==> src/common/fp_cfg.svh <==
`ifndef FP_CFG_SVH
`define FP_CFG_SVH

// single precision word layout
`define FP_EXP_W    8
`define FP_FRAC_W   23
// fraction plus hidden bit
`define FP_MANT_W   24

`define FP_EXP_BIAS 127

// all-ones exponent marks infinity and NaN
`define FP_EXP_MAX  255

// canonical quiet NaN for invalid operations
`define FP_QNAN     32'h7FC0_0000

`endif
==> src/common/fp_types_pkg.sv <==
`include "fp_cfg.svh"

package fp_types_pkg;

    typedef struct packed {
        logic                  sign;
        logic [`FP_EXP_W-1:0]  exp;
        logic [`FP_FRAC_W-1:0] frac;
    } fp_fields_t;

    // one word, seen as raw bits or as fields
    typedef union packed {
        logic [`FP_EXP_W+`FP_FRAC_W:0] raw;
        fp_fields_t                    fields;
    } fp_word_t;

    // operand with effective exponent and explicit hidden bit
    typedef struct packed {
        logic                  sign;
        logic [`FP_EXP_W-1:0]  exp;
        logic [`FP_MANT_W-1:0] mant;
    } fp_unpacked_t;

    // subnormal reads as exponent 1 without the hidden bit
    function automatic fp_unpacked_t fp_unpack(input fp_word_t w);
        fp_unpacked_t u;
        u.sign = w.fields.sign;
        if (w.fields.exp == '0) begin
            u.exp  = {{(`FP_EXP_W-1){1'b0}}, 1'b1};
            u.mant = {1'b0, w.fields.frac};
        end else begin
            u.exp  = w.fields.exp;
            u.mant = {1'b1, w.fields.frac};
        end
        return u;
    endfunction

endpackage

==> src/common/fp_alu_pkg.sv <==
package fp_alu_pkg;

    // code 2'b10 used to be divide
    typedef enum logic [1:0] {
        OP_ADD  = 2'b00,
        OP_SUB  = 2'b01,
        OP_RSVD = 2'b10,
        OP_MUL  = 2'b11
    } fp_op_e;

    typedef struct packed {
        fp_op_e                 op;
        fp_types_pkg::fp_word_t a;
        fp_types_pkg::fp_word_t b;
    } fp_req_t;

    // take set means value replaces the core results
    typedef struct packed {
        logic                   take;
        fp_types_pkg::fp_word_t value;
    } fp_special_t;

endpackage

==> src/design/fp_alu_top.sv <==
`timescale 1ns/1ps

module fp_alu_top (
    input  logic                   clk,
    input  logic                   i_rst,
    input  logic                   i_req,
    input  fp_alu_pkg::fp_op_e     i_op,
    input  fp_types_pkg::fp_word_t i_a,
    input  fp_types_pkg::fp_word_t i_b,
    output logic                   o_ack,
    output fp_types_pkg::fp_word_t o_result
);

    import fp_types_pkg::*;
    import fp_alu_pkg::*;

    fp_req_t     cur;
    fp_special_t special;
    fp_word_t    add_res;
    fp_word_t    mul_res;
    logic        is_sub;

    assign is_sub = (cur.op == OP_SUB);

    fp_alu_ctrl ctrl_i (
        .clk       (clk),
        .i_rst     (i_rst),
        .i_req     (i_req),
        .i_op      (i_op),
        .i_a       (i_a),
        .i_b       (i_b),
        .i_special (special),
        .i_add_res (add_res),
        .i_mul_res (mul_res),
        .o_cur     (cur),
        .o_ack     (o_ack),
        .o_result  (o_result)
    );

    fp_special special_i (
        .i_cur     (cur),
        .o_special (special)
    );

    fp_add_core add_i (
        .i_a   (cur.a),
        .i_b   (cur.b),
        .i_sub (is_sub),
        .o_sum (add_res)
    );

    fp_mul_core mul_i (
        .i_a    (cur.a),
        .i_b    (cur.b),
        .o_prod (mul_res)
    );

endmodule

==> src/design/fp_alu_ctrl.sv <==
`timescale 1ns/1ps
`include "fp_cfg.svh"

module fp_alu_ctrl (
    input  logic                    clk,
    input  logic                    i_rst,
    input  logic                    i_req,
    input  fp_alu_pkg::fp_op_e      i_op,
    input  fp_types_pkg::fp_word_t  i_a,
    input  fp_types_pkg::fp_word_t  i_b,
    input  fp_alu_pkg::fp_special_t i_special,
    input  fp_types_pkg::fp_word_t  i_add_res,
    input  fp_types_pkg::fp_word_t  i_mul_res,
    output fp_alu_pkg::fp_req_t     o_cur,
    output logic                    o_ack,
    output fp_types_pkg::fp_word_t  o_result
);

    import fp_types_pkg::*;
    import fp_alu_pkg::*;

    typedef enum logic [1:0] {
        ST_IDLE,
        ST_BUSY,
        ST_DONE
    } state_e;

    state_e   state;
    logic     req_q;
    fp_word_t sel;

    // the FSM works from the registered request line
    always_ff @(posedge clk) begin
        if (i_rst) begin
            req_q    <= 1'b0;
            state    <= ST_IDLE;
            o_ack    <= 1'b0;
            o_result <= '0;
        end else begin
            req_q <= i_req;
            case (state)
                ST_IDLE: begin
                    if (req_q) begin
                        state <= ST_BUSY;
                    end
                end
                ST_BUSY: begin
                    o_result <= sel;
                    o_ack    <= 1'b1;
                    state    <= ST_DONE;
                end
                ST_DONE: begin
                    // hold ack and result until the requester lets go
                    if (!req_q) begin
                        o_ack <= 1'b0;
                        state <= ST_IDLE;
                    end
                end
                default: state <= ST_IDLE;
            endcase
        end
    end

    // operands stay stable until ack, one capture per request
    always_ff @(posedge clk) begin
        if (state == ST_IDLE && req_q) begin
            o_cur <= '{op: i_op, a: i_a, b: i_b};
        end
    end

    always_comb begin
        if (o_cur.op == OP_RSVD) begin
            sel.raw = `FP_QNAN;
        end else if (i_special.take) begin
            sel = i_special.value;
        end else if (o_cur.op == OP_MUL) begin
            sel = i_mul_res;
        end else begin
            sel = i_add_res;
        end
    end

endmodule

==> src/design/fp_special.sv <==
`timescale 1ns/1ps
`include "fp_cfg.svh"

module fp_special (
    input  fp_alu_pkg::fp_req_t     i_cur,
    output fp_alu_pkg::fp_special_t o_special
);

    import fp_types_pkg::*;
    import fp_alu_pkg::*;

    fp_word_t a;
    fp_word_t b;
    fp_word_t b_eff;
    fp_word_t a_quiet;
    fp_word_t b_quiet;
    logic     a_nan;
    logic     a_inf;
    logic     a_zero;
    logic     b_nan;
    logic     b_inf;
    logic     b_zero;
    logic     sign_x;

    assign a = i_cur.a;
    assign b = i_cur.b;

    assign a_nan  = (a.fields.exp == `FP_EXP_MAX) && (a.fields.frac != '0);
    assign a_inf  = (a.fields.exp == `FP_EXP_MAX) && (a.fields.frac == '0);
    assign a_zero = (a.fields.exp == '0) && (a.fields.frac == '0);
    assign b_nan  = (b.fields.exp == `FP_EXP_MAX) && (b.fields.frac != '0);
    assign b_inf  = (b.fields.exp == `FP_EXP_MAX) && (b.fields.frac == '0);
    assign b_zero = (b.fields.exp == '0) && (b.fields.frac == '0);

    assign sign_x = a.fields.sign ^ b.fields.sign;

    always_comb begin
        // subtract is add with B negated
        b_eff             = b;
        b_eff.fields.sign = b.fields.sign ^ (i_cur.op == OP_SUB);
        a_quiet           = a;
        a_quiet.fields.frac[`FP_FRAC_W-1] = 1'b1;
        b_quiet           = b;
        b_quiet.fields.frac[`FP_FRAC_W-1] = 1'b1;
    end

    always_comb begin
        o_special.take  = 1'b1;
        o_special.value = a;
        if (i_cur.op == OP_RSVD) begin
            o_special.take = 1'b0;
        end else if (a_nan) begin
            o_special.value = a_quiet;
        end else if (b_nan) begin
            o_special.value = b_quiet;
        end else if (i_cur.op == OP_MUL) begin
            if ((a_inf && b_zero) || (a_zero && b_inf)) begin
                o_special.value.raw = `FP_QNAN;
            end else if (a_inf || b_inf) begin
                o_special.value.fields = '{sign: sign_x, exp: '1, frac: '0};
            end else if (a_zero || b_zero) begin
                o_special.value.fields = '{sign: sign_x, exp: '0, frac: '0};
            end else begin
                o_special.take = 1'b0;
            end
        end else begin
            if (a_inf && b_inf) begin
                if (a.fields.sign != b_eff.fields.sign) begin
                    o_special.value.raw = `FP_QNAN;
                end
            end else if (b_inf || a_zero) begin
                o_special.value = b_eff;
            end else if (!a_inf && !b_zero) begin
                o_special.take = 1'b0;
            end
        end
    end

endmodule

==> src/fp_mul/fp_mul_core.sv <==
`timescale 1ns/1ps
`include "fp_cfg.svh"

module fp_mul_core (
    input  fp_types_pkg::fp_word_t i_a,
    input  fp_types_pkg::fp_word_t i_b,
    output fp_types_pkg::fp_word_t o_prod
);

    import fp_types_pkg::*;

    localparam int                  PROD_W = 2 * `FP_MANT_W;
    localparam logic [`FP_EXP_W+1:0] BIAS_X = `FP_EXP_BIAS;

    fp_unpacked_t                ua;
    fp_unpacked_t                ub;
    logic                        sign;
    logic [PROD_W-1:0]           prod;
    logic [PROD_W-1:0]           norm_in;
    logic signed [`FP_EXP_W+1:0] exp_pre;
    logic [`FP_EXP_W-1:0]        n_exp;
    logic [PROD_W-1:0]           n_mant;

    assign ua   = fp_unpack(i_a);
    assign ub   = fp_unpack(i_b);
    assign sign = ua.sign ^ ub.sign;
    assign prod = ua.mant * ub.mant;

    // top-bit carry counts as a right shift, so the exponent goes up by one
    assign norm_in = prod[PROD_W-1] ? prod : {prod[PROD_W-2:0], 1'b0};

    // two extra bits keep the sum signed and free of wrap
    assign exp_pre = {2'b00, ua.exp} + {2'b00, ub.exp}
                   + {{(`FP_EXP_W+1){1'b0}}, prod[PROD_W-1]} - BIAS_X;

    fp_normalise #(
        .MANT_W (PROD_W)
    ) norm_i (
        .i_exp  (exp_pre[`FP_EXP_W-1:0]),
        .i_mant (norm_in),
        .o_exp  (n_exp),
        .o_mant (n_mant)
    );

    // normalising only lowers the exponent, so range checks can use exp_pre
    always_comb begin
        if (exp_pre >= `FP_EXP_MAX) begin
            o_prod.fields = '{sign: sign, exp: '1, frac: '0};
        end else if (exp_pre < 1) begin
            o_prod.fields = '{sign: sign, exp: '0, frac: '0};
        end else begin
            o_prod.fields = '{sign: sign,
                              exp:  n_exp,
                              frac: n_mant[PROD_W-2 -: `FP_FRAC_W]};
        end
    end

endmodule

==> src/fp_add/fp_add_core.sv <==
`timescale 1ns/1ps
`include "fp_cfg.svh"

module fp_add_core (
    input  fp_types_pkg::fp_word_t i_a,
    input  fp_types_pkg::fp_word_t i_b,
    input  logic                   i_sub,
    output fp_types_pkg::fp_word_t o_sum
);

    import fp_types_pkg::*;

    fp_unpacked_t          ua;
    fp_unpacked_t          ub;
    fp_unpacked_t          lead;
    fp_unpacked_t          trail;
    logic [`FP_EXP_W-1:0]  diff;
    logic [`FP_MANT_W-1:0] aligned;
    logic [`FP_MANT_W:0]   sum;
    logic [`FP_EXP_W:0]    exp_inc;
    logic [`FP_EXP_W-1:0]  n_exp;
    logic [`FP_MANT_W-1:0] n_mant;

    always_comb begin
        ua      = fp_unpack(i_a);
        ub      = fp_unpack(i_b);
        ub.sign = ub.sign ^ i_sub;
    end

    // larger magnitude leads and gives the sign
    always_comb begin
        if ({ua.exp, ua.mant} >= {ub.exp, ub.mant}) begin
            lead  = ua;
            trail = ub;
        end else begin
            lead  = ub;
            trail = ua;
        end
    end

    assign diff    = lead.exp - trail.exp;
    assign aligned = trail.mant >> diff;

    assign sum = (lead.sign == trail.sign) ? {1'b0, lead.mant} + {1'b0, aligned}
                                           : {1'b0, lead.mant} - {1'b0, aligned};

    assign exp_inc = {1'b0, lead.exp} + 1'b1;

    fp_normalise #(
        .MANT_W (`FP_MANT_W)
    ) norm_i (
        .i_exp  (lead.exp),
        .i_mant (sum[`FP_MANT_W-1:0]),
        .o_exp  (n_exp),
        .o_mant (n_mant)
    );

    always_comb begin
        if (sum[`FP_MANT_W]) begin
            // carry out, shift right by one
            if (exp_inc >= `FP_EXP_MAX) begin
                o_sum.fields = '{sign: lead.sign, exp: '1, frac: '0};
            end else begin
                o_sum.fields = '{sign: lead.sign,
                                 exp:  exp_inc[`FP_EXP_W-1:0],
                                 frac: sum[`FP_MANT_W-1:1]};
            end
        end else begin
            // exact cancellation comes out as +0
            o_sum.fields = '{sign: lead.sign & (sum != '0),
                             exp:  n_exp,
                             frac: n_mant[`FP_FRAC_W-1:0]};
        end
    end

endmodule

==> src/design/fp_normalise.sv <==
`timescale 1ns/1ps
`include "fp_cfg.svh"

// leading one moves to the top bit, the caller has already removed any carry bit
module fp_normalise #(
    parameter int MANT_W = `FP_MANT_W
) (
    input  logic [`FP_EXP_W-1:0] i_exp,
    input  logic [MANT_W-1:0]    i_mant,
    output logic [`FP_EXP_W-1:0] o_exp,
    output logic [MANT_W-1:0]    o_mant
);

    localparam int EW = `FP_EXP_W;

    logic          found;
    logic [EW-1:0] shift;

    always_comb begin
        found = 1'b0;
        shift = '0;
        for (int i = MANT_W - 1; i >= 0; i--) begin
            if (!found && i_mant[i]) begin
                found = 1'b1;
                shift = EW'(MANT_W - 1 - i);
            end
        end
    end

    // exponent would reach 0 or below, flush to zero
    always_comb begin
        if (!found || shift >= i_exp) begin
            o_exp  = '0;
            o_mant = '0;
        end else begin
            o_exp  = i_exp - shift;
            o_mant = i_mant << shift;
        end
    end

endmodule

==> config.mk <==
export PLATFORM = sky130hd
export DESIGN_NAME = fp_alu_top
export DESIGN_NICKNAME = d
export VERILOG_FILES = /design/src/common/fp_types_pkg.sv /design/src/common/fp_alu_pkg.sv /design/src/design/fp_alu_top.sv /design/src/design/fp_alu_ctrl.sv /design/src/design/fp_special.sv /design/src/fp_mul/fp_mul_core.sv /design/src/fp_add/fp_add_core.sv /design/src/design/fp_normalise.sv
export VERILOG_INCLUDE_DIRS = /design/src /design/src/common
export SDC_FILE = /design/constraint.sdc
export NUM_CORES = 2
export LEC_CHECK = 0
export BUFFER_PORTS_ARGS = -buffer_cell sky130_fd_sc_hd__buf_4
export CORE_MARGIN = 1
export CORE_UTILIZATION = 45
export DETAILED_ROUTE_END_ITERATION = 12
export HOLD_SLACK_MARGIN = 0.03
export PLACE_DENSITY = 0.58
export SETUP_SLACK_MARGIN = 0.1
export SLEW_MARGIN = 20
export SYNTH_ARGS = -nofsm -noshare
export SYNTH_HDL_FRONTEND = slang
export SYNTH_SLANG_ARGS = --single-unit
export TNS_END_PERCENT = 20
==> constraint.sdc <==
create_clock -name clk -period 15.64 [get_ports clk]
set_input_delay 1.564 -clock clk [delete_from_list [all_inputs] [get_ports clk]]
set_output_delay 1.564 -clock clk [all_outputs]
set_load 0.1 [all_outputs]
## Word level (Yosys, flattened, before mapping)

Cells that the tools add are included.

| storage, ports and cells | value |
|---|---|
| flip-flop bits (word level) | 102 |
| input bits | 69 |
| output and inout port bits | 33 |

| operators by class | value |
|---|---|
| add/sub/neg operators | 9 |
| multiply operators | 1 |
| magnitude comparators | 6 |
| equality and inequality tests | 11 |
| shifts and indexed selects | 3 |
| multiplexer cells | 182 |
| bitwise gates (word level) | 3 |
| reductions and logical operators | 172 |

Operators with widths:

| operator | count |
|---|---|
| 8-bit two-way mux | 70 |
| 32-bit two-way mux | 14 |
| 33-bit two-way mux | 3 |
| 31-bit two-way mux | 3 |
| 1-bit two-way mux | 84 |
| 1-bit logical AND | 81 |
| 1-bit logical NOT | 74 |
| 24-bit by 24-bit multiplier with 48-bit output | 1 |
| 48-bit two-way mux | 1 |
| 48-bit by 8-bit left shift with 47-bit output | 1 |
| 47-bit two-way mux | 1 |
| 23-bit logical NOT | 2 |
| 23-bit nonzero test | 2 |
| 32-bit >= comparator | 1 |
| 24-bit by 24-bit adder with 25-bit output | 1 |
| 25-bit two-way mux | 1 |
| 25-bit nonzero test | 1 |
| 24-bit by 24-bit subtractor with 25-bit output | 1 |
| 24-bit by 8-bit left shift with 23-bit output | 1 |
| 24-bit by 8-bit >> shifter with 24-bit output | 1 |
| 8-bit subtractor | 3 |
| 23-bit two-way mux | 1 |
| 8-bit equality test, second input constant | 2 |
| 8-bit >= comparator | 2 |
| 23 further kinds | 35 |

## Logic depth before layout (Yosys ltp)

| depth | value |
|---|---|
| depth in word-level cells | 154 |
| mapped depth | 65 |
| depth with buffers taken out | 53 |

## Modules after synthesis

From an unflattened synthesis, not the netlist that was laid out.

| unflattened totals | value |
|---|---|
| cell total of the unflattened synthesis | 4522 |
| area total of the unflattened synthesis | 37499.7 sq um |

Modules (own cells, without submodules):

| module | instances | cells each | area an instance (sq um) | sequential area each (sq um) |
|---|---|---|---|---|
| fp_mul_core | 1 | 2341 | 20278.2 | 0.0 |
| fp_add_core | 1 | 922 | 6538.8 | 0.0 |
| fp_alu_ctrl | 1 | 289 | 4022.6 | 2702.6 |
| fp_normalise at mul_i.norm_i | 1 | 548 | 3783.6 | 0.0 |
| fp_normalise at add_i.norm_i | 1 | 274 | 1800.5 | 0.0 |
| fp_special | 1 | 147 | 1062.3 | 0.0 |
| fp_alu_top | 1 | 1 | 13.8 | 0.0 |

## Worst setup path before layout

Ideal clock, no wire load.

| timing | value |
|---|---|
| path kind | register to register |
| start | register ctrl_i.o_cur[59] (netlist name) |
| end | register ctrl_i.o_result[10] (netlist name) |
| setup time | 117 ps |
| arrival | 13099 ps |
| required time | 15523 ps |
| path slack | 2425 ps |
| cell stages (with the launch flop) | 59 |
| buffers on the path | 9 |
| period minus slack after synthesis | 13215 ps |
| cell sequence | edfxtp_1 > nor4_1 > and2_1 > clkbuf_1 > inv_1 > buf_1 > ha_1 > nand4b_1 > nor4_4 > a221oi_2 > and3_1 > buf_6 > nand2_4 > buf_6 > buf_2 > buf_2 > clkbuf_1 > clkbuf_1 > (+23 left out) > nand3_1 > nor3_2 > a211oi_1 > inv_2 > buf_1 > ha_1 > inv_1 > fa_1 > a21o_1 > a21oi_1 > nor2b_1 > o22ai_1 > a41o_1 > nor2_1 > a22o_1 > a31oi_1 > nand3_1 > a22o_1 |

| between the ends | value |
|---|---|
| word-level cells in the longest chain between the ends | 154 |
| elaborated cells between the ends (all ways) | 349 |
| those cells by class | add/sub (7); mul (1); order compare (6); eq/ne (2); shift (3); mux (173); reduce/logical (157) |

Ends and longest elaborated chain:

| what | RTL line | RTL |
|---|---|---|
| from (decl) | fp_alu_ctrl.sv:14 | `output fp_alu_pkg::fp_req_t o_cur,` |
| from (signal assigned) | fp_alu_ctrl.sv:67 | `o_cur <= '{op: i_op, a: i_a, b: i_b};` |
| branches (longest 152 deep; another with 24-bit by 24-bit multiplier with 48-bit output) | -- |  |
| 32-bit two-way mux (*) | fp_alu_ctrl.sv:74 | `end else if (i_special.take) begin` |
| 32-bit two-way mux (*) | fp_alu_ctrl.sv:72 | `if (o_cur.op == OP_RSVD) begin` |
| to (signal assigned) | fp_alu_ctrl.sv:48 | `o_result <= sel;` |
| to (decl) | fp_alu_ctrl.sv:16 | `output fp_types_pkg::fp_word_t o_result` |

Mark *: on every way between the ends.
A chain may end at the register's enable or synchronous reset.

## Final worst setup path

| timing | value |
|---|---|
| start | register ctrl_i.o_cur[59] (netlist name) |
| end | register ctrl_i.o_result[15] (netlist name) |

The elaborated chain is that of the path after synthesis.

==> summary.md <==
| Metric | Value |
|---|---|
| Setup TNS Final | `0 ps` |
| DR DRC count | `0` |
| Total grt overflow | `0` |
| Largest family of logic cells by synthesized area | `adder cells` |
| Overall die width | `291.8 um` |
| Initial Utilization | `45.75%` |
| Clock buffer depth | `2` |
| Post-synthesis mux area share | `7.573%` |
| Compound-Gate Fraction of Synth Area | `18.93%` |
| Gr usage total | `34.99%` |
| Slew margin rel. | `18.95%` |
| Post-synthesis adder-cell area fraction | `35.00%` |
| Routed wire length | `149.5 mm` |
| Total CTS buffers | `9` |
| Io pins | `102` |
| Max-Cap Viols | `0` |
| Register area share after synthesis | `7.149%` |
| Chip Height | `291.8 um` |
| CTS root buffer | `clkbuf_16` |
| Cell area after synthesis | `37800 um2` |
| Arrival time at the worst endpoint | `14820 ps` |
| Most used DFF post-synth | `edfxtp_1` |
| H-tree depth | `3` |
| Largest net degree at the start of global routing | `85` |
| Routability cong. | `0.9979` |
| Syn nets | `5575` |
| Die footprint | `85170 um2` |
| EDFF count, synth | `66` |
| Drt first pass iters | `6` |
| Yosys top cell by area | `fa_1` |
| Hold Vio Cnt, Final | `0` |
| Crit-path max cell delay | `580 ps` |
| Wire per inst | `26.22 um` |
| Setup-failing EPs final | `0` |
| Rows | `105` |
| Layout cells sized above 1 | `7.927%` |
| Via density per instance | `6.305` |
| Final-report max-slew violation count | `0` |
| Antenna violations before repair | `5` |
| CP Launch Type | `register` |
| Crit path max fanout | `22` |
| CTS tree | `done` |
| Commonest non-fill, non-tap cell in the layout | `inv_1` |
| Yosys reg bits | `102` |
| Synth top area cells | `fa_1, ha_1, inv_1, nand2_1, edfxtp_1` |
| Minimum clock period | `14540 ps` |
| Share of flip-flops with an asynchronous set or reset | `0%` |
| Clock Pin Slew Worst Setup and Hold Paths | `90 ps` |
| Area share of the largest cell type after synthesis | `25.74%` |
| DR vias | `35951` |
| CTS Sinks | `102` |
| Most frequent cells in the layout | `inv_1, nand2_1, fa_1` |
| Place WS | `959.9 ps` |
| Hold_buf cts | `0` |
| Worst path slowest cell | `or4b_4` |
| Critical Path RT | `15910 ps` |
| Worst hold path class | `register to register` |
| Routed Antenna Nets | `0` |
| Tcrit/Tclk final | `93.00%` |
| Final WS setup | `1095 ps` |
| Post-Synth XOR/XNOR Area | `2.406%` |
| Vias in the first global route | `34691` |
| Nets | `5460` |
| Cells after Synth | `4740` |
| Outcome | `finished clean` |
| DP HPWL | `115.4 mm` |
| Unrepaired setup endpoints after global routing | `false` |
| Wire length of the first global-routing pass | `225.4 mm` |
| Area Overhead vs Synth | `4.961%` |
| Unique masters post-synth | `118` |
| Iter 0 DRT Violations | `3968` |
| I/O Buffers | `101` |
| Synth Area in Simple Gates | `18.95%` |
| Core region area | `82640 um2` |
| Yosys warning count | `0` |
| Worst slew pin tran | `1203 ps` |
| Worst Skew | `20.13 ps` |
| Crit Path Class | `register to register` |
| Syn avg cell area | `7.975 um2` |
| Clock latency on the worst-skew pair | `400 ps` |
| Max Freq | `68.75 MHz` |
| Worst setup EP type | `register` |
## synthesized netlist by cell type, drive strengths merged, types with 15 or more instances
library cell  instances
nor3                 86
a221oi               36
nand2               623
a31oi                53
ha                  280
edfxtp               66
and3                 15
o31ai                24
buf                  81
o21bai               17
o211ai               33
xnor2                55
a211o                18
a21boi               21
nor2                266
nand2b               24
dfxtp                36
o21ai               188
mux4                 26
o21a                 34
nor2b                36
mux2i               178
a21oi               259
nand4                49
a211oi               53
or2                  16
xor2                 48
a21o                 60
a221o                16
nor4                 38
a22oi                25
clkbuf              248
and2                200
inv                 640
fa                  486
or3                  22
o22ai                26
mux2                 44
nand3                82
## critical path, delay by kind of cell, from the launching register on
kind	cells	cell delay (ps)
AO/OA/AOI/OAI	20	4940
AND/OR/NAND/NOR	22	4930
adder cells (fa/ha/maj)	5	1800
buffers and inverters	6	1580
multiplexers	2	590
flip-flops	1	520
## cell families (layout without fill, tap and decap cells)
logic type                 Yosys count  after routing
adders and majority gates          766            766
AOI/OAI and AO/OA                 1046           1046
muxes                              248            248
buffers and inverters              971            861
xor gates and xnor gates           103            103
and+or+nand+nor                   1504           1504
other                                0              2
DFF                                102            102
## state kept, by name (all words and copies together), names as in the netlist
name,flops
ctrl_i.o_result,32
ctrl_i.state,2
ctrl_i.req_q,1
ctrl_i.o_cur,66
ctrl_i.o_ack,1
## final timing paths
kind	start	to	slack, ps	cells after the start
max	ctrl_i.o_cur[59]	ctrl_i.o_result[15]	1100	55
min	ctrl_i.o_result[0]	ctrl_i.o_result[0]	490	2
max reg2reg	ctrl_i.o_cur[59]	ctrl_i.o_result[15]	1100	55
min reg2reg	ctrl_i.o_result[0]	ctrl_i.o_result[0]	490	2
## stage by stage
step / hold slack [ps] / instances / util [%] / instance area, um2
2_1_floorplan: 466.2 / 4740 / - / 37800
3_3_place_gp: 450.3 / 5679 / 47.56 / 39300
3_5_place_dp: 455.6 / 5679 / 47.56 / 39300
4_1_cts: 481.6 / 5695 / 47.94 / 39620
5_1_grt: 518.4 / 5700 / 48.01 / 39670
6_report: 485.9 / 5702 / 48.02 / 39680
## final cells by class
type	instances	area (um2)
fillers	8207	42960
clock inverters	7	93.84
repair buffers	203	1536
inverters	642	2410
diodes	2	5.005
multi-input cells	3667	31370
clock buffers	9	225.2
well taps	1070	1339
flip-flops and latches	102	2703
## routing by layer
| metal | GRT usage, % | up-vias | share of wire, % |
|---|---|---|---|
| li1 | - | 15889 | - |
| met1 | 52.97 | 17979 | 46 |
| met2 | 50.08 | 1870 | 41 |
| met3 | 7.642 | 209 | 10 |
| met4 | 8.151 | 4 | 2.6 |
| met5 | 0 | - | 0.018 |
## timing repair
item	4_1_cts	5_1_grt
setup buffers	0	5
endpoints found under the setup margin	0	19
resized for setup	0	2
Power is left out: the tool's default activity adds up to more than one toggle a clock period on the data nets, which glitch-free logic cannot reach.
